--- config.mk ---
export PLATFORM = sky130hd
export DESIGN_NAME = envelope_detector
export DESIGN_NICKNAME = d
export VERILOG_FILES = /design/src/design/dsp_pkg.sv /design/src/design/envelope_detector.sv
export SDC_FILE = /design/constraint.sdc
export NUM_CORES = 2
export LEC_CHECK = 0
export ABC_AREA = 1
export BUFFER_PORTS_ARGS = -buffer_cell sky130_fd_sc_hd__clkbuf_2
export CORE_ASPECT_RATIO = 1.2
export CORE_MARGIN = 2
export CORE_UTILIZATION = 40
export DETAILED_ROUTE_END_ITERATION = 8
export GPL_TIMING_DRIVEN = 0
export PLACE_DENSITY = 0.56
export SLEW_MARGIN = 10
export SYNTH_ARGS = -nofsm -noshare
export SYNTH_HDL_FRONTEND = slang
export SYNTH_SLANG_ARGS = --single-unit
export TNS_END_PERCENT = 30
--- constraint.sdc ---
create_clock -name aclk -period 5.6 [get_ports aclk]
set_input_delay 1.12 -clock aclk [delete_from_list [all_inputs] [get_ports aclk]]
set_output_delay 1.12 -clock aclk [all_outputs]
set_load 0.005 [all_outputs]
--- src/design/dsp_pkg.sv ---
package dsp_pkg;

    // Sample stream shape
    localparam int NBITS  = 12;
    localparam int NSAMPS = 8;

    // Largest and smallest 12-bit sample
    localparam int SAMPLE_MAX = 2 ** (NBITS - 1) - 1;
    localparam int SAMPLE_MIN = -(2 ** (NBITS - 1));

    // Matched filter shape
    localparam int MF_TAPS  = 42;
    localparam int MF_SHIFT = 4;
    localparam int MF_HIST  = 6;
    localparam int ACC_BITS = 18;

    // Taps grouped one block wide, then summed in pairs
    localparam int MF_GROUPS = (MF_TAPS + NSAMPS - 1) / NSAMPS;
    localparam int MF_PAIRS  = (MF_GROUPS + 1) / 2;

    // Current block plus the kept history
    localparam int WIN_LEN = (MF_HIST + 1) * NSAMPS;

    // Tap 0 weights the current sample, tap 41 the oldest
    localparam int MF_COEFFS [MF_TAPS] = '{
        -1, -1,  0,  0,  0,  1,  1,  0,
         0, -1, -1, -1,  0,  1,  1,  1,
         1,  0, -1, -1, -1,  0,  1,  2,
         1,  0, -1, -2, -2,  0,  2,  4,
         0, -4, -4,  1,  4,  1, -2, -1,
         1,  1
    };

    // Envelope widths: 2048^2 needs 23 bits, eight of them 26
    localparam int SQ_BITS  = 2 * NBITS - 1;
    localparam int POW_BITS = 26;

    typedef logic signed [NBITS-1:0]    sample_t;
    typedef sample_t [NSAMPS-1:0]       sample_block_t;
    typedef logic signed [ACC_BITS-1:0] acc_t;
    typedef logic [SQ_BITS-1:0]         sq_t;
    typedef logic [POW_BITS-1:0]        pow_t;

endpackage

--- src/design/envelope_detector.sv ---
`timescale 1ns/1ps

module envelope_detector import dsp_pkg::*; (
    input  logic          aclk,
    input  sample_block_t filt,
    output pow_t          power
);

    // Full signed product per lane
    logic signed [2*NBITS-1:0] prod [NSAMPS];

    sq_t  sq_d [NSAMPS];
    sq_t  sq_q [NSAMPS];
    pow_t pow_d;
    pow_t pow_q;

    // Squares are never negative, top bit dropped
    always_comb begin
        for (int i = 0; i < NSAMPS; i++) begin
            prod[i] = filt[i] * filt[i];
            sq_d[i] = prod[i][SQ_BITS-1:0];
        end
    end

    // Block power, zero extended adds
    always_comb begin
        pow_d = '0;
        for (int i = 0; i < NSAMPS; i++) begin
            pow_d = pow_d + pow_t'(sq_q[i]);
        end
    end

    // Stage 1 squares, stage 2 sum
    always_ff @(posedge aclk) begin
        sq_q  <= sq_d;
        pow_q <= pow_d;
    end

    assign power = pow_q;

endmodule

==> results.md <==
* Outcome: completed
* Clock buffer depth at 3
* Total number of vias at between 30k and 40k
* Max Slew Vio Count at 0
* WP data arrival at slightly below 6000 ps
* Largest stage delay on the critical path at ~640 ps
* Largest net degree at the start of global routing at 16
* Dominant cell type by area after synthesis: fa_1
* Final setup margin at around 230 ps
* EDFF count, synth at 0
* Commonest cells in the netlist: inv_1, nand2_1, fa_1
* DRT Pass-1 Iters at 7
* Nets at ~7.7k
* Clock transition at path regs at roughly 60 ps
* Worst skew pair latency at around 550 ps
* Share of layout cells above drive strength 1 at under 10%
* Die area at 124600 um2
* Depth of the CTS H-tree at 1
* Peak Freq at 186.1 MHz
* CP Capture Type: flop
* Final setup fails at 0
* # clock sinks at a little over 200
* Yosys reg bits at about 200
* Fill count at 12.36k
* Worst Max-Slew Pin Slew at a little under 600 ps
* Starting Density at 40.23%
* Worst Path Required at around 6000 ps
* Routed len/inst at ~15 um
* Max-Cap Viols at 0
* CP max FO at 10
* Async S/R FF share, synth at 0%
* CTS root buffer: clkbuf_16
* Main flop type after synthesis: dfxtp_1
* Hold crit path type: reg2reg
* Number of distinct library cells after synthesis at 33
* Crit Path Class: in2reg
* Synth Cell Area at 48700 um2
* Core area at 121000 um2
* Syn. warnings at 0
* Dpl ws at -860.4 ps
* Register area share after synthesis at under 10%
* Overall Global Routing Usage at between 10% and 20%
* Final period util at a little over nine tenths
* Slowest cell on crit path: fa_1
* RSZ-0062 raised after global routing: true
* Cell row count at 140
* Die width at about 320 um
* CP startpoint kind: input port
* Final wirelength at 114200 um
* Post-Synthesis Cells at around 5.9k
* Area growth, synth to finish at 7.189%
* CTS tree: done
* Clk_skew at 23.02 ps
* Slew margin rel. at approximately three fifths
* 1st-iter DRT viols at between 1k and 1.5k
* Avg Cell Area, Syn at around 8.2 um2
* Min Tclk post-route at 5375 ps
* Post-DP HPWL at 104300 um
* Synth top area share at 44.03%
* Cell Chain, Critical Path: clkbuf_2 > clkbuf_2 > nand2_1 > inv_1 > fa_1 > inv_1 > fa_1 > inv_1 > fa_1 > fa_1 > inv_1 > fa_1 > inv_1 > ha_1 > nand2_1 > nor2_1 > nand3_1 > inv_1 > nand4_1 > inv_1 > nor2_1 > nand2_1 > nand2_1
* Die height at 386.2 um
* GRT overflow at 0
* Vias per cell at between 4 and 5
* Count leader, synth: inv_1
* DRC errors left at 0
* Most frequent CP cell: inv_1
* Gp weighted congestion at just over 0.9
* Global-route wire length before repair at slightly below 200000 um
* Endpoints failing hold at 0
* CTS buffer count at 23
* Vias in the first global route at roughly 38k
* Synth area leaders: fa_1, inv_1, ha_1
* Initial antenna violation count at 2
* I/O pins at about 120
* Number of port buffers at between 100 and 150
* Post-route ant nets at 0
## timing repair
item,in CTS,in global routing
setup endpoints to repair,39,70
buffers inserted,0,1
hold buffers,0,0
gates resized for setup,14,129
## worst paths after layout
path,cells after the start,slack (ps),to,start
worst min register to register,2,800,power[0],sq_q[138]
worst max-delay path,23,230,sq_q[160],filt[18]
worst min-delay path,2,800,power[0],sq_q[138]
worst max register to register,17,1210,power[18],sq_q[94]
## layout by cell type, fill, tap and decap left out, types with 6 or more instances in the layout
cell type / netlist / routed
a21oi_1: 157 / 151
a21oi_2: 2 / 8
a31o_2: 7 / 7
buf_2: 0 / 6
clkbuf_1: 97 / 15
clkbuf_16: 0 / 23
clkbuf_2: 0 / 171
clkinv_1: 8 / 6
dfxtp_1: 202 / 202
fa_1: 1071 / 1069
ha_1: 457 / 449
ha_2: 0 / 7
inv_1: 1894 / 1893
nand2_1: 1254 / 1253
nand2_2: 8 / 9
nand3_1: 174 / 174
nand3b_1: 9 / 9
nand4_1: 30 / 30
nor2_1: 240 / 240
nor2_2: 11 / 11
nor3_1: 9 / 8
o21ai_0: 54 / 52
o21ai_2: 8 / 8
o21bai_1: 17 / 17
or2_2: 13 / 13
xnor2_1: 51 / 51
xor2_1: 119 / 118
## sequential cells by signal, indices dropped and copies added, names as in the netlist
register and flops:
power 26, sq_q 176
## cells by family after synthesis
kind of cell | count (synthesis) | synth area share [%]
buffers and inverters | 2002 | 15.43
adders and majority gates | 1528 | 55.77
and+or+nand+nor | 1761 | 14.55
xor gates and xnor gates | 170 | 3.057
DFF | 202 | 8.304
AOI/OAI and AO/OA | 254 | 2.875
other | 2 | 0.01542
## per-stage QoR
step | hold WS, ps | instances | area [um2] | utilization (%) | setup TNS, ps
floorplan | 530.2 | 5921 | 48710 | - | 0
global placement | 765.6 | 7676 | 51360 | 42.43 | -50620
detailed placement | 748.2 | 7676 | 51360 | 42.43 | -51410
CTS | 787.0 | 7710 | 52110 | 43.05 | 0
global route | 795.2 | 7690 | 52200 | 43.12 | -46.96
finish | 798.0 | 7692 | 52200 | 43.13 | 0
## cell type report
type	instances	area [um2]	share of cell area, %
well taps	1633	2043	3.914
multi-input cells	3717	37220	71.30
plain buffers	69	342.8	0.6567
flip-flops and latches	202	4044	7.747
repair buffers	123	630.6	1.208
clock buffers	31	635.6	1.218
inverters	1905	7162	13.72
clock inverters	10	116.4	0.2229
diodes	2	5.005	0.009588
## worst max-delay path, delay by kind of cell
family	cells	cell delay, ps
buffers and inverters	9	950
and+or+nand+nor	8	700
adders and majority gates	6	3040
## metal layers
metal | wire length, um | track usage (%)
met3 | 3141 | 1.250
met4 | 2988 | 4.327
met1 | 48150 | 24.53
met5 | 0 | 0
met2 | 59930 | 36.46
Power is not shown: default switching activity piles up to over one toggle a cycle in this logic, so the estimate is an artifact.
