<file path="src/design/dsp_pkg.sv">
package dsp_pkg;

    // Sample stream shape
    localparam int NBITS  = 12;
    localparam int NSAMPS = 8;

    // Largest and smallest 12-bit sample
    localparam int SAMPLE_MAX = 2 ** (NBITS - 1) - 1;
    localparam int SAMPLE_MIN = -(2 ** (NBITS - 1));

    // Matched filter shape
    localparam int MF_TAPS  = 42;
    localparam int MF_SHIFT = 4;
    localparam int MF_HIST  = 6;
    localparam int ACC_BITS = 18;

    // Taps grouped one block wide, then summed in pairs
    localparam int MF_GROUPS = (MF_TAPS + NSAMPS - 1) / NSAMPS;
    localparam int MF_PAIRS  = (MF_GROUPS + 1) / 2;

    // Current block plus the kept history
    localparam int WIN_LEN = (MF_HIST + 1) * NSAMPS;

    // Tap 0 weights the current sample, tap 41 the oldest
    localparam int MF_COEFFS [MF_TAPS] = '{
        -1, -1,  0,  0,  0,  1,  1,  0,
         0, -1, -1, -1,  0,  1,  1,  1,
         1,  0, -1, -1, -1,  0,  1,  2,
         1,  0, -1, -2, -2,  0,  2,  4,
         0, -4, -4,  1,  4,  1, -2, -1,
         1,  1
    };

    // Envelope widths: 2048^2 needs 23 bits, eight of them 26
    localparam int SQ_BITS  = 2 * NBITS - 1;
    localparam int POW_BITS = 26;

    typedef logic signed [NBITS-1:0]    sample_t;
    typedef sample_t [NSAMPS-1:0]       sample_block_t;
    typedef logic signed [ACC_BITS-1:0] acc_t;
    typedef logic [SQ_BITS-1:0]         sq_t;
    typedef logic [POW_BITS-1:0]        pow_t;

endpackage

</file>
<file path="src/design/trig_pkg.sv">
package trig_pkg;

    // Wishbone shape
    localparam int WB_DW = 32;
    localparam int WB_AW = 2;

    // Trigger field widths
    localparam int HOLD_BITS = 8;
    localparam int CNT_BITS  = 16;

    // Master-driven Wishbone signals
    typedef struct packed {
        logic             cyc;
        logic             stb;
        logic             we;
        logic [WB_AW-1:0] adr;
        logic [WB_DW-1:0] dat;
    } wb_req_t;

    // Word addresses
    typedef enum logic [WB_AW-1:0] {
        REG_CTRL    = 2'd0,
        REG_THRESH  = 2'd1,
        REG_HOLDOFF = 2'd2,
        REG_COUNT   = 2'd3
    } reg_addr_e;

    typedef enum logic {
        TRIG_ARMED,
        TRIG_HOLDOFF
    } trig_state_e;

    typedef struct packed {
        logic                         enable;
        logic [dsp_pkg::POW_BITS-1:0] threshold;
        logic [HOLD_BITS-1:0]         holdoff;
    } trig_cfg_t;

    typedef struct packed {
        logic                         fire;
        logic [dsp_pkg::POW_BITS-1:0] power;
    } trig_event_t;

endpackage

</file>
<file path="src/design/trig_regs.sv">
`timescale 1ns/1ps

module trig_regs import dsp_pkg::*, trig_pkg::*; (
    input  logic                aclk,
    input  logic                rst_n,
    input  wb_req_t             wb_req,
    output logic [WB_DW-1:0]    wb_dat_r,
    output logic                wb_ack,
    output trig_cfg_t           cfg,
    output logic                count_clr,
    input  logic [CNT_BITS-1:0] trig_count
);

    logic             req_new;
    reg_addr_e        addr;
    logic [WB_DW-1:0] rd_data;

    // New cycle only while ack is low
    assign req_new = wb_req.cyc && wb_req.stb && !wb_ack;
    assign addr    = reg_addr_e'(wb_req.adr);

    // Read mux, fields zero extended
    always_comb begin
        unique case (addr)
            REG_CTRL:    rd_data = WB_DW'(cfg.enable);
            REG_THRESH:  rd_data = WB_DW'(cfg.threshold);
            REG_HOLDOFF: rd_data = WB_DW'(cfg.holdoff);
            REG_COUNT:   rd_data = WB_DW'(trig_count);
        endcase
    end

    always_ff @(posedge aclk) begin
        if (!rst_n) begin
            wb_ack    <= 1'b0;
            count_clr <= 1'b0;
            cfg       <= '0;
        end else begin
            wb_ack    <= req_new;
            count_clr <= req_new && wb_req.we && (addr == REG_COUNT);
            // Write lands with the ack edge
            if (req_new && wb_req.we) begin
                unique case (addr)
                    REG_CTRL:    cfg.enable    <= wb_req.dat[0];
                    REG_THRESH:  cfg.threshold <= wb_req.dat[POW_BITS-1:0];
                    REG_HOLDOFF: cfg.holdoff   <= wb_req.dat[HOLD_BITS-1:0];
                    default:     ;
                endcase
            end
        end
    end

    // Read data held while ack is high
    always_ff @(posedge aclk) begin
        if (req_new) begin
            wb_dat_r <= rd_data;
        end
    end

endmodule

</file>
<file path="config.mk">
export PLATFORM = sky130hd
export DESIGN_NAME = trig_regs
export DESIGN_NICKNAME = d
export VERILOG_FILES = /design/src/design/dsp_pkg.sv /design/src/design/trig_pkg.sv /design/src/design/trig_regs.sv
export SDC_FILE = /design/constraint.sdc
export NUM_CORES = 1
export LEC_CHECK = 0
export ABC_AREA = 1
export BUFFER_PORTS_ARGS = -buffer_cell sky130_fd_sc_hd__buf_2
export CAP_MARGIN = 20
export CORE_AREA = 4 4 84 86
export DETAILED_ROUTE_END_ITERATION = 12
export DIE_AREA = 0 0 88 90
export PLACE_DENSITY_LB_ADDON = 0.15
export REMOVE_ABC_BUFFERS = 1
export SYNTH_ARGS = -nofsm -noshare
export SYNTH_HDL_FRONTEND = slang
export SYNTH_SLANG_ARGS = --single-unit
</file>
<file path="constraint.sdc">
create_clock -name aclk -period 1.58 [get_ports aclk]
set_input_delay 0.158 -clock aclk [delete_from_list [all_inputs] [get_ports aclk]]
set_output_delay 0.158 -clock aclk [all_outputs]
set_load 0.02 [all_outputs]
</file>
==> metrics.txt <==
status finished, final reports clean; number of placed I/O pins about 120; clock root cell clkbuf_8; Post-Synthesis Cells 337; Fmax 728.8 MHz; Sw Share 24.39%; FF-to-FF Start wb_ack; Num Clock Sinks 63; synth unique cells 20; Initial Util 44.49%; worst ir drop on vdd roughly 0.43 mV; CTS tree yes; WP data arrival 1630 ps; Yosys warning total 0; max-cap violations 0; layout cells sized above 1 31.93%; Reg2Reg Capture Point cfg[12]; final WL 7056 um; final max-slew violation count 0; leakage power 0.001781 uW; H-tree level count 3; Worst Path Required around 1800 ps; initial antenna violation count 0; post-CTS setup buffer count 0; Final setup viols 0; largest net degree at the start of global routing 44; Seq cells post-synth 63; Total Power 3715 uW; Via density 4.790; total global-route track usage 17.75%; Commonest cells post-synth 82 x nor2_1, 62 x nand2_1, 41 x inv_1; Worst-Skew Late Latency 330 ps; Pre-antenna DRT Iters 4; worst-margin pin slew 588.8 ps; Critical Path End Type register; Die Width a little under 90 um; RSZ-0062 raised after global routing no; Hold Buf Count CTS 0; max_slew headroom 60.70%; P&R area growth vs syn 29.84%; EDFF count, synth 26; period utilisation layout 86.84%; Crit. Startpoint wb_ack; Int Pwr 2809 uW; clock slew at reported path FFs around 70 ps; diode count 0; Residual DRC 0; Final #Nets 501; I/O Buffers ~110; routed vias 2529; biggest area consumer among synthesized cells edfxtp_1; synth top area cells edfxtp_1 28%, dfxtp_1 27%, nor2_1 11%, nand2_1 8.3%, nand4_1 8.1%; ANT nets after route 0; Worst Hold Path Cells 3; Clock Power Share about 42%; fin crit period 1372 ps; Hold Crit Start trig_count[6]; die height about 90 um; Max FO, Critical Path 26; sequential area share after synthesis roughly 54%; hold slack 121.1 ps; R2R cell count 5; row count 29; Die Area 0.007920 sq mm; final cell count without fillers 528; core area 0.006277 sq mm; Synth top area share 27.96%; combinational share of power 11.1%; post_cts resized 0; share of flip-flops with an asynchronous set or reset 0%; count leader, synth nor2_1; ys flop type dfxtp_1; Iteration-0 DRC Markers 99; DP Cell Count 512; startpoint type of the worst setup path register; number of global-route vias before repair 2377; DR WL/cell 13.36 um; Longest Clk Path Bufs 2; Post-Syn Area per Cell slightly above 8 sq um; HPWL after detailed placement 4848 um; setup TNS 0 ps; HP Class in -> reg; R2R Setup Slk 210 ps; crit path kind reg -> reg; final setup skew about 8.9 ps; grt ovf 0; GP Congestion a little over 0.8; sequential share of power ~47%; Worst setup endpoint cfg[12]; synthesized cell area 0.002793 sq mm; PwrDens 1025 mW/mm^2; first-pass GRT wire length 11040 um; Psw 906.2 uW; Final Hold Viols 0; TritonCTS buffer count 9
-- metal layers --
metal	vias to the layer above	share of wire (%)	GRT usage, %
met3	12	8.9	4.662
met1	1129	40	20.58
met4	0	2.0	9.207
met2	101	49	29.46
li1	1287	-	-
met5	-	0	0
-- stage by stage --
step / instance area (sq um) / worst slack [ps] / util (%)
final: 3626 / 207.9 / 57.76
after global placement: 3405 / 278.8 / 54.24
after CTS: 3626 / 179.5 / 57.76
after floorplan: 2663 / -587.5 / -
after global routing: 3626 / 76.59 / 57.76
after detailed placement: 3405 / 202.9 / 54.24
-- registers in the layout, indices dropped and copies added (netlist names) --
register	cells
cfg	35
wb_dat_r	26
count_clr	1
wb_ack	1
-- cells in the final DEF, fill, tap and decap left out, types with 7 or more instances in the layout --
cell      netlist  final
nor2_1         82     82
dfxtp_1        37     37
a22o_1          8      8
buf_2           8    111
nand2_1        62     62
inv_1          41     41
nand3_1         7      7
clkbuf_8        0     10
edfxtp_1       26     26
nand4_1        36     36
-- cells by family after synthesis --
group / Yosys count / share of synthesized area (%)
AO/OA/AOI/OAI: 8 / 2.509
AND/OR/NAND/NOR: 195 / 31.63
other: 1 / 0.1343
buffers and inverters: 70 / 11.25
flip-flops: 63 / 54.48
-- worst max-delay path, stage by stage, from the launching register on --
cell and delay [ps]:
dfxtp_1 360, inv_1 80, nand4_2 230, nor2_8 420, nor2_1 80, nor2_1 120
-- power groups by stage --
stage / sequential [uW] / combinational (uW) / clock, uW
2_1_floorplan: 1860 / 155 / 0
3_3_place_gp: 1800 / 410 / 0
3_5_place_dp: 1800 / 415 / 0
4_1_cts: 1760 / 415 / 1590
5_1_grt: 1760 / 454 / 1660
6_report: 1760 / 412 / 1540
-- cell type report --
| class | count | area (sq um) |
|---|---|---|
| Clock inverter | 6 | 83.83 |
| Tap cell | 77 | 96.34 |
| Timing Repair Buffer | 119 | 640.6 |
| Sequential cell | 63 | 1521 |
| Multi-Input combinational cell | 209 | 980.9 |
| Clock buffer | 10 | 137.6 |
| Fill cell | 625 | 2651 |
| Inverter | 44 | 165.2 |
-- worst min-delay path by stage --
stage,endpoint,slack (ps)
after global placement,wb_dat_r[1],450
after global routing,wb_dat_r[2],100
after floorplan,cfg[34],280
final,wb_dat_r[6],120
after detailed placement,wb_dat_r[6],450
after CTS,wb_dat_r[6],100
No activity file was read; power rests on OpenSTA's default activity.
