==> config.mk <==
export PLATFORM = sky130hd
export DESIGN_NAME = trigger_logic
export DESIGN_NICKNAME = d
export VERILOG_FILES = /design/src/design/dsp_pkg.sv /design/src/design/trig_pkg.sv /design/src/design/trigger_logic.sv
export SDC_FILE = /design/constraint.sdc
export NUM_CORES = 1
export LEC_CHECK = 0
export BUFFER_PORTS_ARGS = -buffer_cell sky130_fd_sc_hd__buf_2
export CORE_MARGIN = 2
export CORE_UTILIZATION = 44
export CTS_BUF_LIST = sky130_fd_sc_hd__clkbuf_8
export DETAILED_ROUTE_END_ITERATION = 10
export MAX_ROUTING_LAYER = met4
export PLACE_DENSITY = 0.8
export SLEW_MARGIN = 20
export SYNTH_ARGS = -nofsm -noshare
export SYNTH_HDL_FRONTEND = slang
export SYNTH_SLANG_ARGS = --single-unit
==> constraint.sdc <==
create_clock -name aclk -period 2.7 [get_ports aclk]
set_clock_uncertainty 0.15 [all_clocks]
set_input_delay 0.81 -clock aclk [delete_from_list [all_inputs] [get_ports aclk]]
set_output_delay 0.81 -clock aclk [all_outputs]
set_load 0.01 [all_outputs]
==> src/design/dsp_pkg.sv <==
package dsp_pkg;

    // Sample stream shape
    localparam int NBITS  = 12;
    localparam int NSAMPS = 8;

    // Largest and smallest 12-bit sample
    localparam int SAMPLE_MAX = 2 ** (NBITS - 1) - 1;
    localparam int SAMPLE_MIN = -(2 ** (NBITS - 1));

    // Matched filter shape
    localparam int MF_TAPS  = 42;
    localparam int MF_SHIFT = 4;
    localparam int MF_HIST  = 6;
    localparam int ACC_BITS = 18;

    // Taps grouped one block wide, then summed in pairs
    localparam int MF_GROUPS = (MF_TAPS + NSAMPS - 1) / NSAMPS;
    localparam int MF_PAIRS  = (MF_GROUPS + 1) / 2;

    // Current block plus the kept history
    localparam int WIN_LEN = (MF_HIST + 1) * NSAMPS;

    // Tap 0 weights the current sample, tap 41 the oldest
    localparam int MF_COEFFS [MF_TAPS] = '{
        -1, -1,  0,  0,  0,  1,  1,  0,
         0, -1, -1, -1,  0,  1,  1,  1,
         1,  0, -1, -1, -1,  0,  1,  2,
         1,  0, -1, -2, -2,  0,  2,  4,
         0, -4, -4,  1,  4,  1, -2, -1,
         1,  1
    };

    // Envelope widths: 2048^2 needs 23 bits, eight of them 26
    localparam int SQ_BITS  = 2 * NBITS - 1;
    localparam int POW_BITS = 26;

    typedef logic signed [NBITS-1:0]    sample_t;
    typedef sample_t [NSAMPS-1:0]       sample_block_t;
    typedef logic signed [ACC_BITS-1:0] acc_t;
    typedef logic [SQ_BITS-1:0]         sq_t;
    typedef logic [POW_BITS-1:0]        pow_t;

endpackage

==> src/design/trig_pkg.sv <==
package trig_pkg;

    // Wishbone shape
    localparam int WB_DW = 32;
    localparam int WB_AW = 2;

    // Trigger field widths
    localparam int HOLD_BITS = 8;
    localparam int CNT_BITS  = 16;

    // Master-driven Wishbone signals
    typedef struct packed {
        logic             cyc;
        logic             stb;
        logic             we;
        logic [WB_AW-1:0] adr;
        logic [WB_DW-1:0] dat;
    } wb_req_t;

    // Word addresses
    typedef enum logic [WB_AW-1:0] {
        REG_CTRL    = 2'd0,
        REG_THRESH  = 2'd1,
        REG_HOLDOFF = 2'd2,
        REG_COUNT   = 2'd3
    } reg_addr_e;

    typedef enum logic {
        TRIG_ARMED,
        TRIG_HOLDOFF
    } trig_state_e;

    typedef struct packed {
        logic                         enable;
        logic [dsp_pkg::POW_BITS-1:0] threshold;
        logic [HOLD_BITS-1:0]         holdoff;
    } trig_cfg_t;

    typedef struct packed {
        logic                         fire;
        logic [dsp_pkg::POW_BITS-1:0] power;
    } trig_event_t;

endpackage

==> src/design/trigger_logic.sv <==
`timescale 1ns/1ps

module trigger_logic import dsp_pkg::*, trig_pkg::*; (
    input  logic                aclk,
    input  logic                rst_n,
    input  pow_t                power,
    input  trig_cfg_t           cfg,
    input  logic                count_clr,
    output trig_event_t         trig_evt,
    output logic [CNT_BITS-1:0] trig_count
);

    trig_state_e          state_q;
    logic [HOLD_BITS-1:0] hold_q;
    logic [CNT_BITS-1:0]  count_q;
    logic                 fire_d;

    // Judged on the current block only
    assign fire_d = cfg.enable && (power > cfg.threshold) && (state_q == TRIG_ARMED);

    always_ff @(posedge aclk) begin
        // Power follows the judged block
        trig_evt.power <= power;
        if (!rst_n) begin
            state_q       <= TRIG_ARMED;
            hold_q        <= '0;
            count_q       <= '0;
            trig_evt.fire <= 1'b0;
        end else begin
            trig_evt.fire <= fire_d;
            unique case (state_q)
                TRIG_ARMED: begin
                    // Zero holdoff stays armed
                    if (fire_d && cfg.holdoff != '0) begin
                        state_q <= TRIG_HOLDOFF;
                        hold_q  <= cfg.holdoff;
                    end
                end
                TRIG_HOLDOFF: begin
                    hold_q <= hold_q - 1'b1;
                    if (hold_q <= 1) begin
                        state_q <= TRIG_ARMED;
                    end
                end
            endcase
            // Clear wins over a fire in the same cycle
            if (count_clr) begin
                count_q <= '0;
            end else if (fire_d && count_q != '1) begin
                count_q <= count_q + 1'b1;
            end
        end
    end

    assign trig_count = count_q;

endmodule

==> results of run 1 <==
-- Yosys cell counts (3+ instances only) --
master	n	area, µm²
xor2_1	3	26.28
ha_1	29	362.9
o21ai_0	13	65.06
or4_1	4	30.03
o31ai_1	3	22.52
clkbuf_1	4	15.01
nand2_1	22	82.58
nand3_1	8	40.04
inv_1	32	120.1
dfxtp_1	52	1041
nand3b_1	4	30.03
nor4_1	4	25.02
a211oi_1	3	22.52
a21oi_1	25	125.1
nor2_1	14	52.55
nand2b_1	4	25.02
nand4_1	12	75.07
a21boi_1	7	52.55
or3_1	10	62.56
a22oi_1	4	30.03
-- cell type report --
type | count | share of cell area [%]
flip-flops and latches | 52 | 26.34
clock buffers | 6 | 2.089
clock inverters | 2 | 0.9813
repair buffers | 132 | 21.34
multi-input cells | 192 | 43.21
inverters | 33 | 3.767
well taps | 72 | 2.279
-- sequential cells by signal, summed over array words and instances (netlist names) --
name,flops
trig_count,16
trig_evt,27
hold_q,8
state_q,1
-- kinds of logic after synthesis --
kind of cell             synth area share, %
AO/OA/AOI/OAI                          16.56
XOR/XNOR                               1.725
adder cells (fa/ha/maj)                14.29
buffers and inverters                  6.407
flip-flops                             41.01
AND/OR/NAND/NOR                        20.01
-- timing repair --
action,4_1_cts,5_1_grt
gates cloned,1,0
pin swaps,16,23
endpoints found under the setup margin,22,21
setup buffers,4,5
gates resized for setup,27,56
-- report_power, final --
part | leakage [nW] | switching (mW) | total (mW) | internal, mW
clock | 0.0614 | 0.263 | 0.566 | 0.304
sequential | 0.430 | 0.0268 | 0.833 | 0.806
combinational | 1.22 | 0.223 | 0.463 | 0.240
-- worst max-delay path, stage by stage --
cell	delay, ns
buf_2	0.12
ha_4	0.24
nand4_1	0.14
buf_4	0.14
inv_2	0.04
a2111oi_4	0.41
o211ai_4	0.13
buf_4	0.16
buf_6	0.10
buf_6	0.10
buf_6	0.11
and2_4	0.17
a31oi_1	0.17
a21boi_1	0.08
-- through the flow --
step                      power [mW]  utilization (%)  hold WS, ns
after global routing           1.958            71.34       0.3699
after detailed placement       1.203            60.50       0.3281
after floorplan                1.056                -       0.3037
after CTS                      1.802            66.35       0.3396
after global placement         1.191            60.50       0.3153
final                          1.862            71.34       0.3368
-- per-layer routing --
| metal | global-route usage [%] | up-vias | wire length (µm) |
|---|---|---|---|
| li1 | - | 1270 | - |
| met1 | 22.37 | 1148 | 2841 |
| met2 | 36.00 | 98 | 3550 |
| met3 | 4.186 | 14 | 405 |
| met4 | 6.949 | 0 | 146 |
| met5 | - | - | 0 |
-- how the worst min path moves through the flow --
stage	from	to	slack (ns)	cells after the start
5_1_grt	hold_q[5]$_SDFFE_PN0P_	hold_q[5]$_SDFFE_PN0P_	0.37	2
4_1_cts	hold_q[7]$_SDFFE_PN0P_	hold_q[7]$_SDFFE_PN0P_	0.34	2
2_1_floorplan	hold_q[5]$_SDFFE_PN0P_	hold_q[5]$_SDFFE_PN0P_	0.30	2
3_3_place_gp	hold_q[5]$_SDFFE_PN0P_	hold_q[5]$_SDFFE_PN0P_	0.32	2
6_report	hold_q[7]$_SDFFE_PN0P_	hold_q[7]$_SDFFE_PN0P_	0.34	2
3_5_place_dp	hold_q[7]$_SDFFE_PN0P_	hold_q[7]$_SDFFE_PN0P_	0.33	2
==> flow_summary.toml, run 1 <==
[yosys]
synthFlopType = "dfxtp_1"
synthArstFlopShare_pct = 0
syn_area_per_cell_um2 = 8.908
syn_nets = 378
synth-seq-cells = 52
synthCells = 285
synth_enable_flop_cells = 0
seq_area_frac_synth_pct = 41.01
ys_types = 42
yosys_warnings = 0
syn_area_um2 = 2539

[timing]
rsz0062_at_grt = "yes"
period_needed_ns = 2.900
layout_setup_ws_ns = -0.2004
tightest_slew_ns = 0.6431
setup_viol = 18
relSlewSlack_pct = 57.13
fmax_mhz = 344.8
fin_crit_sh_pct = 107.4
hold_violations = 0
fin_tns_setup_ns = -1.919
slew_viol_final = 0

[route]
final_antenna_net_count = 0
vias = 2530
drc = 0
firstDrtPassIters = 4
viasPerCell = 5.174
wl_mm = 6.944
drtIter0Drc = 57
wl_per_cell_um = 14.20

[finish]
stdcell_area_um2 = 3953
areaGrowthSynthToFinish_pct = 55.69
finalNonFillerCells = 489
layout.nets = 509
drive_gt1_share_pct = 48.44
seq_area_um2 = 1041
multi_input_area_um2 = 1708
nFillCells = 405
n_antenna_cell = 0
final_common_cell = "buf_2"
mostFrequentLayoutCells = "buf_2, dfxtp_1, nand2_1"

[die]
die_area_um2 = 6394
die_h_um = 79.96
die-width_um = 79.96
initial_utilization_pct = 45.82
core-area_um2 = 5540
pin_count = 107
fp-row-count = 27

[run_status]
status = "finished with violations"
violations = "negative setup slack"

[placement]
dpl_cell_area_um2 = 3352
gp_congestion = 0.8568
dp_cells = 472
port_buffers = 106
pre_cts_ws_ns = -0.4868
dp_hpwl_mm = 4.918

[setup_path]
required_ns = 2.74
crit_start = "power[8]"
crit_path_start_kind = "primary input"
crit_path_end = "hold_q[0]$_SDFFE_PN0P_"
crit_arrival_ns = 2.94
r2r_cells = 7
r2r_slack_ns = 0.45
worstSetupPathType = "primary input to register"
r2r_end = "trig_count[13]$_SDFFE_PP0P_"
end_kind = "register"
r2r_start = "trig_count[4]$_SDFFE_PP0P_"
critPathMaxFanout = 8

[global_route]
grt_usage_pct = 20.22
antenna_found_initial = 0
overflow = 0
grt_pass1_vias = 2270
grt_max_degree = 17
grt_pass1_wl_mm = 9.901

[pwr]
leakagePower_nw = 1.709
ir_drop_mv = 0.2632
power_density_nw_per_um2 = 471.2

[worst_hold_path]
min_path_type = "register to register"

[cts]
clock-sinks = 52
htree_levels = 2
clockBufferDepth = 2
cts_root_buf = "clkbuf_8"
ctsHoldBuffers = 0
clkTransAtPathRegs_ns = 0.09
cts_tree = "done"
clk_latency_ns = 0.30
cts_buffers = 5

[run]
maxCapViolations = 0
(Power assumes the default switching activity.)
==> inputs of run 2 (changes only) <==
Settings changed: ABC_AREA set to 0, PLACE_DENSITY 0.8 to not set, PLACE_DENSITY_LB_ADDON set to 0.15.
==> run 2 against run 1 <==
- the flow still finishes with violations (negative setup slack)
- final area shrank 1.3%
- sequential power is essentially flat
- clock power shrank 19%
- sequential cell count is the same
- setup slack gained 0.16 ns
- power shrank 7.3%
- sequential share of layout area grew 0.35 points
- global-route usage grew 0.48 points
- clock-buffer cell count is the same
- maximum frequency grew 5.7%
- core utilization shrank 0.95 points
- non-clock buffer count shrank 2
- largest cell class unchanged
==> flow_summary.toml, run 2 (synthesis gave the netlist of run 1 again) <==
[setup_path]
r2r_end = "trig_count[2]$_SDFFE_PP0P_"
crit_arrival_ns = 2.83
path_buf_inv = 3
path_cells = "buf_2 -> inv_1 -> ha_1 -> nand4_1 -> a211oi_2 -> a2111oi_4 -> o211ai_4 -> buf_6 -> nand3_4 -> or4_4 -> a21oi_2"
required_ns = 2.79
worstSetupPathType = "primary input to register"
r2r_start = "trig_count[2]$_SDFFE_PP0P_"
critPathMaxFanout = 7
slowest_stage = "or4_4"
r2r_slack_ns = 0.30
end_kind = "register"
r2r_cells = 9
cpPeakStageDelay_ns = 0.50
crit_family = "simple AND/OR/NAND/NOR gates"
crit_path_start_kind = "primary input"
crit_start = "cfg[12]"

[worst_hold_path]
min_to = "hold_q[5]$_SDFFE_PN0P_"
min_path_type = "register to register"
min_from = "hold_q[5]$_SDFFE_PN0P_"
whs_path_depth = 2

[placement]
dp_cells = 471
pre_cts_ws_ns = -0.4925
dp_hpwl_mm = 4.660
gp_congestion = 0.8573
port_buffers = 106

[finish]
layout.nets = 508
n_antenna_cell = 0
final_common_cell = "buf_2"
drive_gt1_share_pct = 45.43
largest_reg_flops = 27
areaGrowthSynthToFinish_pct = 53.62
regMostFlops = "trig_evt"
mostFrequentLayoutCells = "buf_2, dfxtp_1, inv_1"
finalNonFillerCells = 488

[route]
wl_mm = 6.837
wl_per_cell_um = 14.01
final_antenna_net_count = 0
drtIter0Drc = 76
firstDrtPassIters = 4
vias = 2563
drc = 0
viasPerCell = 5.252

[timing]
relSlewSlack_pct = 57.75
fmax_mhz = 364.4
layout_setup_ws_ns = -0.04458
setup_viol = 2
tightest_slew_ns = 0.6337
period_needed_ns = 2.745
slew_viol_final = 0
fin_tns_setup_ns = -0.05499
hold_violations = 0
fin_crit_sh_pct = 101.7
rsz0062_at_grt = "yes"

[global_route]
grt_max_degree = 17
grt_pass1_vias = 2324
grt_pass1_wl_mm = 10.18
overflow = 0
grt_usage_pct = 20.70
antenna_found_initial = 0

[pwr]
internal_power_mw = 1.238
swShare_pct = 28.35
power_frac_comb_pct = 25.2
p_sw_mw = 0.4897
leakagePower_nw = 1.697
seq_power_share_pct = 48.2
power_density_nw_per_um2 = 442.9
p_clk_share_pct = 26.6
p_total_mw = 1.727
ir_drop_mv = 0.3015

[die]
fp-row-count = 27
initial_utilization_pct = 45.82
pin_count = 107
die_area_um2 = 6394
die-width_um = 79.96
die_h_um = 79.96
core-area_um2 = 5540

[cts]
cts_buffers = 5
clock-sinks = 52
clockBufferDepth = 2
cts_tree = "done"
clkTransAtPathRegs_ns = 0.09
cts_root_buf = "clkbuf_8"
clk_latency_ns = 0.30
htree_levels = 2

[run_status]
status = "finished with violations"
violations = "negative setup slack"

[run]
maxCapViolations = 0
-- run 2: changes by cell type in the layout (fill, tap and decap cells not counted), sizes merged --
cell	before	now
nand3	9	10
buf	132	130
clkinv	1	2
bufinv	1	0
-- run 2: stage by stage --
step                      hold slack (ns)  utilization, %  instance area, µm²
after floorplan                    0.3037               -                2645
after global placement             0.3237           60.37                3344
after detailed placement           0.3312           60.37                3344
after CTS                          0.3460           65.38                3622
after global routing               0.3598           70.39                3900
final                              0.3506           70.39                3900
-- run 2: tightest hold or removal path, stage by stage, from the launching register on --
cell,delay (ns)
dfxtp_1,0.34
nand3_1,0.07
a21boi_1,0.06
-- run 2: metal layers --
metal | global-route usage [%] | wire length [µm] | vias up
met3 | 4.186 | 426 | 10
met2 | 35.08 | 3482 | 92
met5 | - | 0 | -
li1 | - | - | 1275
met1 | 24.47 | 2835 | 1186
met4 | 7.119 | 92 | 0
-- run 2: final cells by class --
type	instances	area, µm²
clock buffer	6	82.58
clock inverter	2	10.01
fill	424	1640
inverter	33	148.9
multi-input combinational	193	1694
sequential	52	1041
tap	72	90.09
timing repair buffer	130	833.3
-- run 2: repair_timing --
item	in CTS	in global routing
pin swaps	11	20
cloned	1	0
resized for setup	19	56
buffers inserted	6	2
hold buffers	0	0
setup endpoints to repair	14	25
-- run 2: worst max path at each step --
stage          slack (ns)                           to  depth (start not counted)
5_1_grt             -0.14   trig_count[9]$_SDFFE_PP0P_                         12
2_1_floorplan       -0.10  trig_count[12]$_SDFFE_PP0P_                         10
3_3_place_gp        -0.41  trig_count[10]$_SDFFE_PP0P_                         11
4_1_cts             -0.01  trig_count[10]$_SDFFE_PP0P_                         11
3_5_place_dp        -0.49  trig_count[10]$_SDFFE_PP0P_                         12
6_report            -0.04   trig_count[9]$_SDFFE_PP0P_                         11
-- run 2: power groups by stage --
stage          Combinational (mW)  Clock, mW  Sequential (mW)
2_1_floorplan               0.201          0            0.855
5_1_grt                     0.486      0.510            0.838
3_3_place_gp                0.342          0            0.849
4_1_cts                     0.388      0.475            0.832
6_report                    0.435      0.459            0.833
3_5_place_dp                0.348          0            0.850
==> inputs of run 3 (changes only) <==
--- a/config.mk
+++ b/config.mk
@@ -14,3 +14,4 @@
 export MAX_ROUTING_LAYER = met4
-export PLACE_DENSITY_LB_ADDON = 0.15
+export PLACE_DENSITY = 0.8
+export REMOVE_ABC_BUFFERS = 1
 export SLEW_MARGIN = 20
==> constraint.sdc (replaced) <==
create_clock -name aclk -period 2.7 [get_ports aclk]
set_clock_uncertainty 0.15 [all_clocks]
set_input_delay 0.27 -clock aclk [delete_from_list [all_inputs] [get_ports aclk]]
set_output_delay 0.27 -clock aclk [all_outputs]
set_load 0.01 [all_outputs]
==> run 3 against run 2 <==
- clock power increased by 26%
- maximum frequency increased by 13%
- first-iteration DRC count increased by 55%
- sequential power about the same
- highest routed layer unchanged
- final area decreased by 9.1%
- core utilization decreased by 6.4 points
- critical path depth decreased by 1
- worst hold slack got worse by 0.24 ns
- the flow now finishes without violations
- final cell count increased by 1.2%
- non-clock buffer count increased by 7
- global-route usage increased by 1.4 points
==> flow_summary.toml, run 3 (synthesis gave the netlist of run 1 again) <==
[timing]
hold_violations = 0
setup_viol = 0
rsz0062_at_grt = "no"
fin_crit_sh_pct = 90.03
fmax_mhz = 411.4
period_needed_ns = 2.431
slew_viol_final = 0
tightest_slew_ns = 0.6243
fin_tns_setup_ns = 0
relSlewSlack_pct = 58.38

[global_route]
antenna_found_initial = 0
grt_pass1_vias = 2504
grt_pass1_wl_mm = 10.86
grt_max_degree = 17
grt_usage_pct = 22.14
overflow = 0

[setup_path]
crit_arrival_ns = 2.51
end_kind = "register"
crit_path_start_kind = "primary input"
path_buf_inv = 3
path_cells = "buf_2 -> ha_1 -> nand4_1 -> nor4_4 -> inv_2 -> o211ai_4 -> nand4_1 -> buf_4 -> or3_1 -> a21oi_1"
cp_common_cell = "nand4_1"
r2r_end = "trig_count[0]$_SDFFE_PP0P_"
slowest_stage = "nor4_4"
r2r_slack_ns = 0.41
crit_family = "simple AND/OR/NAND/NOR gates"
crit_start = "power[21]"
critPathMaxFanout = 7
worstSetupPathType = "primary input to register"
cpPeakStageDelay_ns = 0.34
r2r_start = "trig_count[2]$_SDFFE_PP0P_"
required_ns = 2.78
r2r_cells = 7

[route]
wl_mm = 6.668
final_antenna_net_count = 0
viasPerCell = 5.219
wl_per_cell_um = 13.50
vias = 2578
firstDrtPassIters = 4
drc = 0
drtIter0Drc = 118

[finish]
n_antenna_cell = 0
finalNonFillerCells = 494
areaGrowthSynthToFinish_pct = 39.63
layout.nets = 514
seq_area_um2 = 1041
drive_gt1_share_pct = 29.62
largest_reg_flops = 27
final_common_cell = "buf_2"
nFillCells = 471
stdcell_area_um2 = 3545
mostFrequentLayoutCells = "buf_2, dfxtp_1, inv_1"
multi_input_area_um2 = 1335
regMostFlops = "trig_evt"

[placement]
dp_cells = 460
gp_congestion = 0.8555
port_buffers = 106
dpl_cell_area_um2 = 3158
dp_hpwl_mm = 4.871

[die]
die-width_um = 79.96
die_area_um2 = 6394
initial_utilization_pct = 45.82
die_h_um = 79.96
pin_count = 107
fp-row-count = 27
core-area_um2 = 5540

[worst_hold_path]
min_from = "cfg[1]"
whs_path_depth = 3
min_path_type = "primary input to register"
min_to = "hold_q[1]$_SDFFE_PN0P_"

[run_status]
status = "finished clean"

[cts]
clk_latency_ns = 0.30
clock-sinks = 52
cts_buffers = 5
cts_root_buf = "clkbuf_8"
clkTransAtPathRegs_ns = 0.09
cts_tree = "done"
htree_levels = 2
clockBufferDepth = 2

[pwr]
power_density_nw_per_um2 = 496.4
ir_drop_mv = 0.2599
leakagePower_nw = 1.677

[run]
maxCapViolations = 0
## run 3: per-layer routing
layer / track usage (%) / up-vias / part of all wire (%)
li1: - / 1285 / -
met1: 24.67 / 1179 / 41
met2: 39.42 / 96 / 52
met3: 4.412 / 18 / 5.2
met4: 7.458 / 0 / 2.2
met5: - / - / 0
## run 3: what timing repair did
item,CTS,global route
resized for setup,0,0
endpoints found under the hold margin,26,0
hold buffers,26,0
setup buffers,0,0
## run 3: worst max-delay path by stage
stage	endpoint	slack, ns	cells after the start
floorplan	trig_count[10]$_SDFFE_PP0P_	0.26	9
global route	trig_count[6]$_SDFFE_PP0P_	0.05	12
finish	trig_count[8]$_SDFFE_PP0P_	0.27	10
global placement	trig_count[6]$_SDFFE_PP0P_	0.03	11
CTS	trig_count[4]$_SDFFE_PP0P_	0.27	10
detailed placement	trig_count[8]$_SDFFE_PP0P_	-0.04	10
## run 3: area by class of cell
type	instances	share of cell area (%)
clock inverter	1	0.8472
sequential	52	29.37
tap	72	2.541
inverter	33	3.495
timing repair buffer	137	23.37
multi-input combinational	192	37.66
clock buffer	7	2.718
## run 3: worst register-to-register path, cell delays in order, from the launching register on
cell and delay [ns]:
dfxtp_1 0.43, nand4_1 0.20, nor4_1 0.55, nand4_1 0.22
nand3_2 0.21, buf_4 0.18, xor2_1 0.16, nor2_1 0.05
## run 3: per-stage QoR
step	util (%)	setup slack (ns)	power, mW	hold slack, ns
after floorplan	-	0.2553	1.038	0.1477
after global placement	57.00	0.02947	1.150	0.2373
after detailed placement	57.00	-0.04374	1.163	0.2392
after CTS	63.98	0.2703	1.763	0.1093
after global routing	63.98	0.05283	1.848	0.1297
final	63.98	0.2692	1.760	0.1124
## run 3: report_power, final
group          switching, mW  total (mW)  internal (mW)  leakage (nW)
registers             0.0260       0.832          0.806         0.430
logic                  0.174       0.348          0.173          1.18
clock network          0.252       0.580          0.327        0.0645
total                  0.453        1.76           1.31          1.68
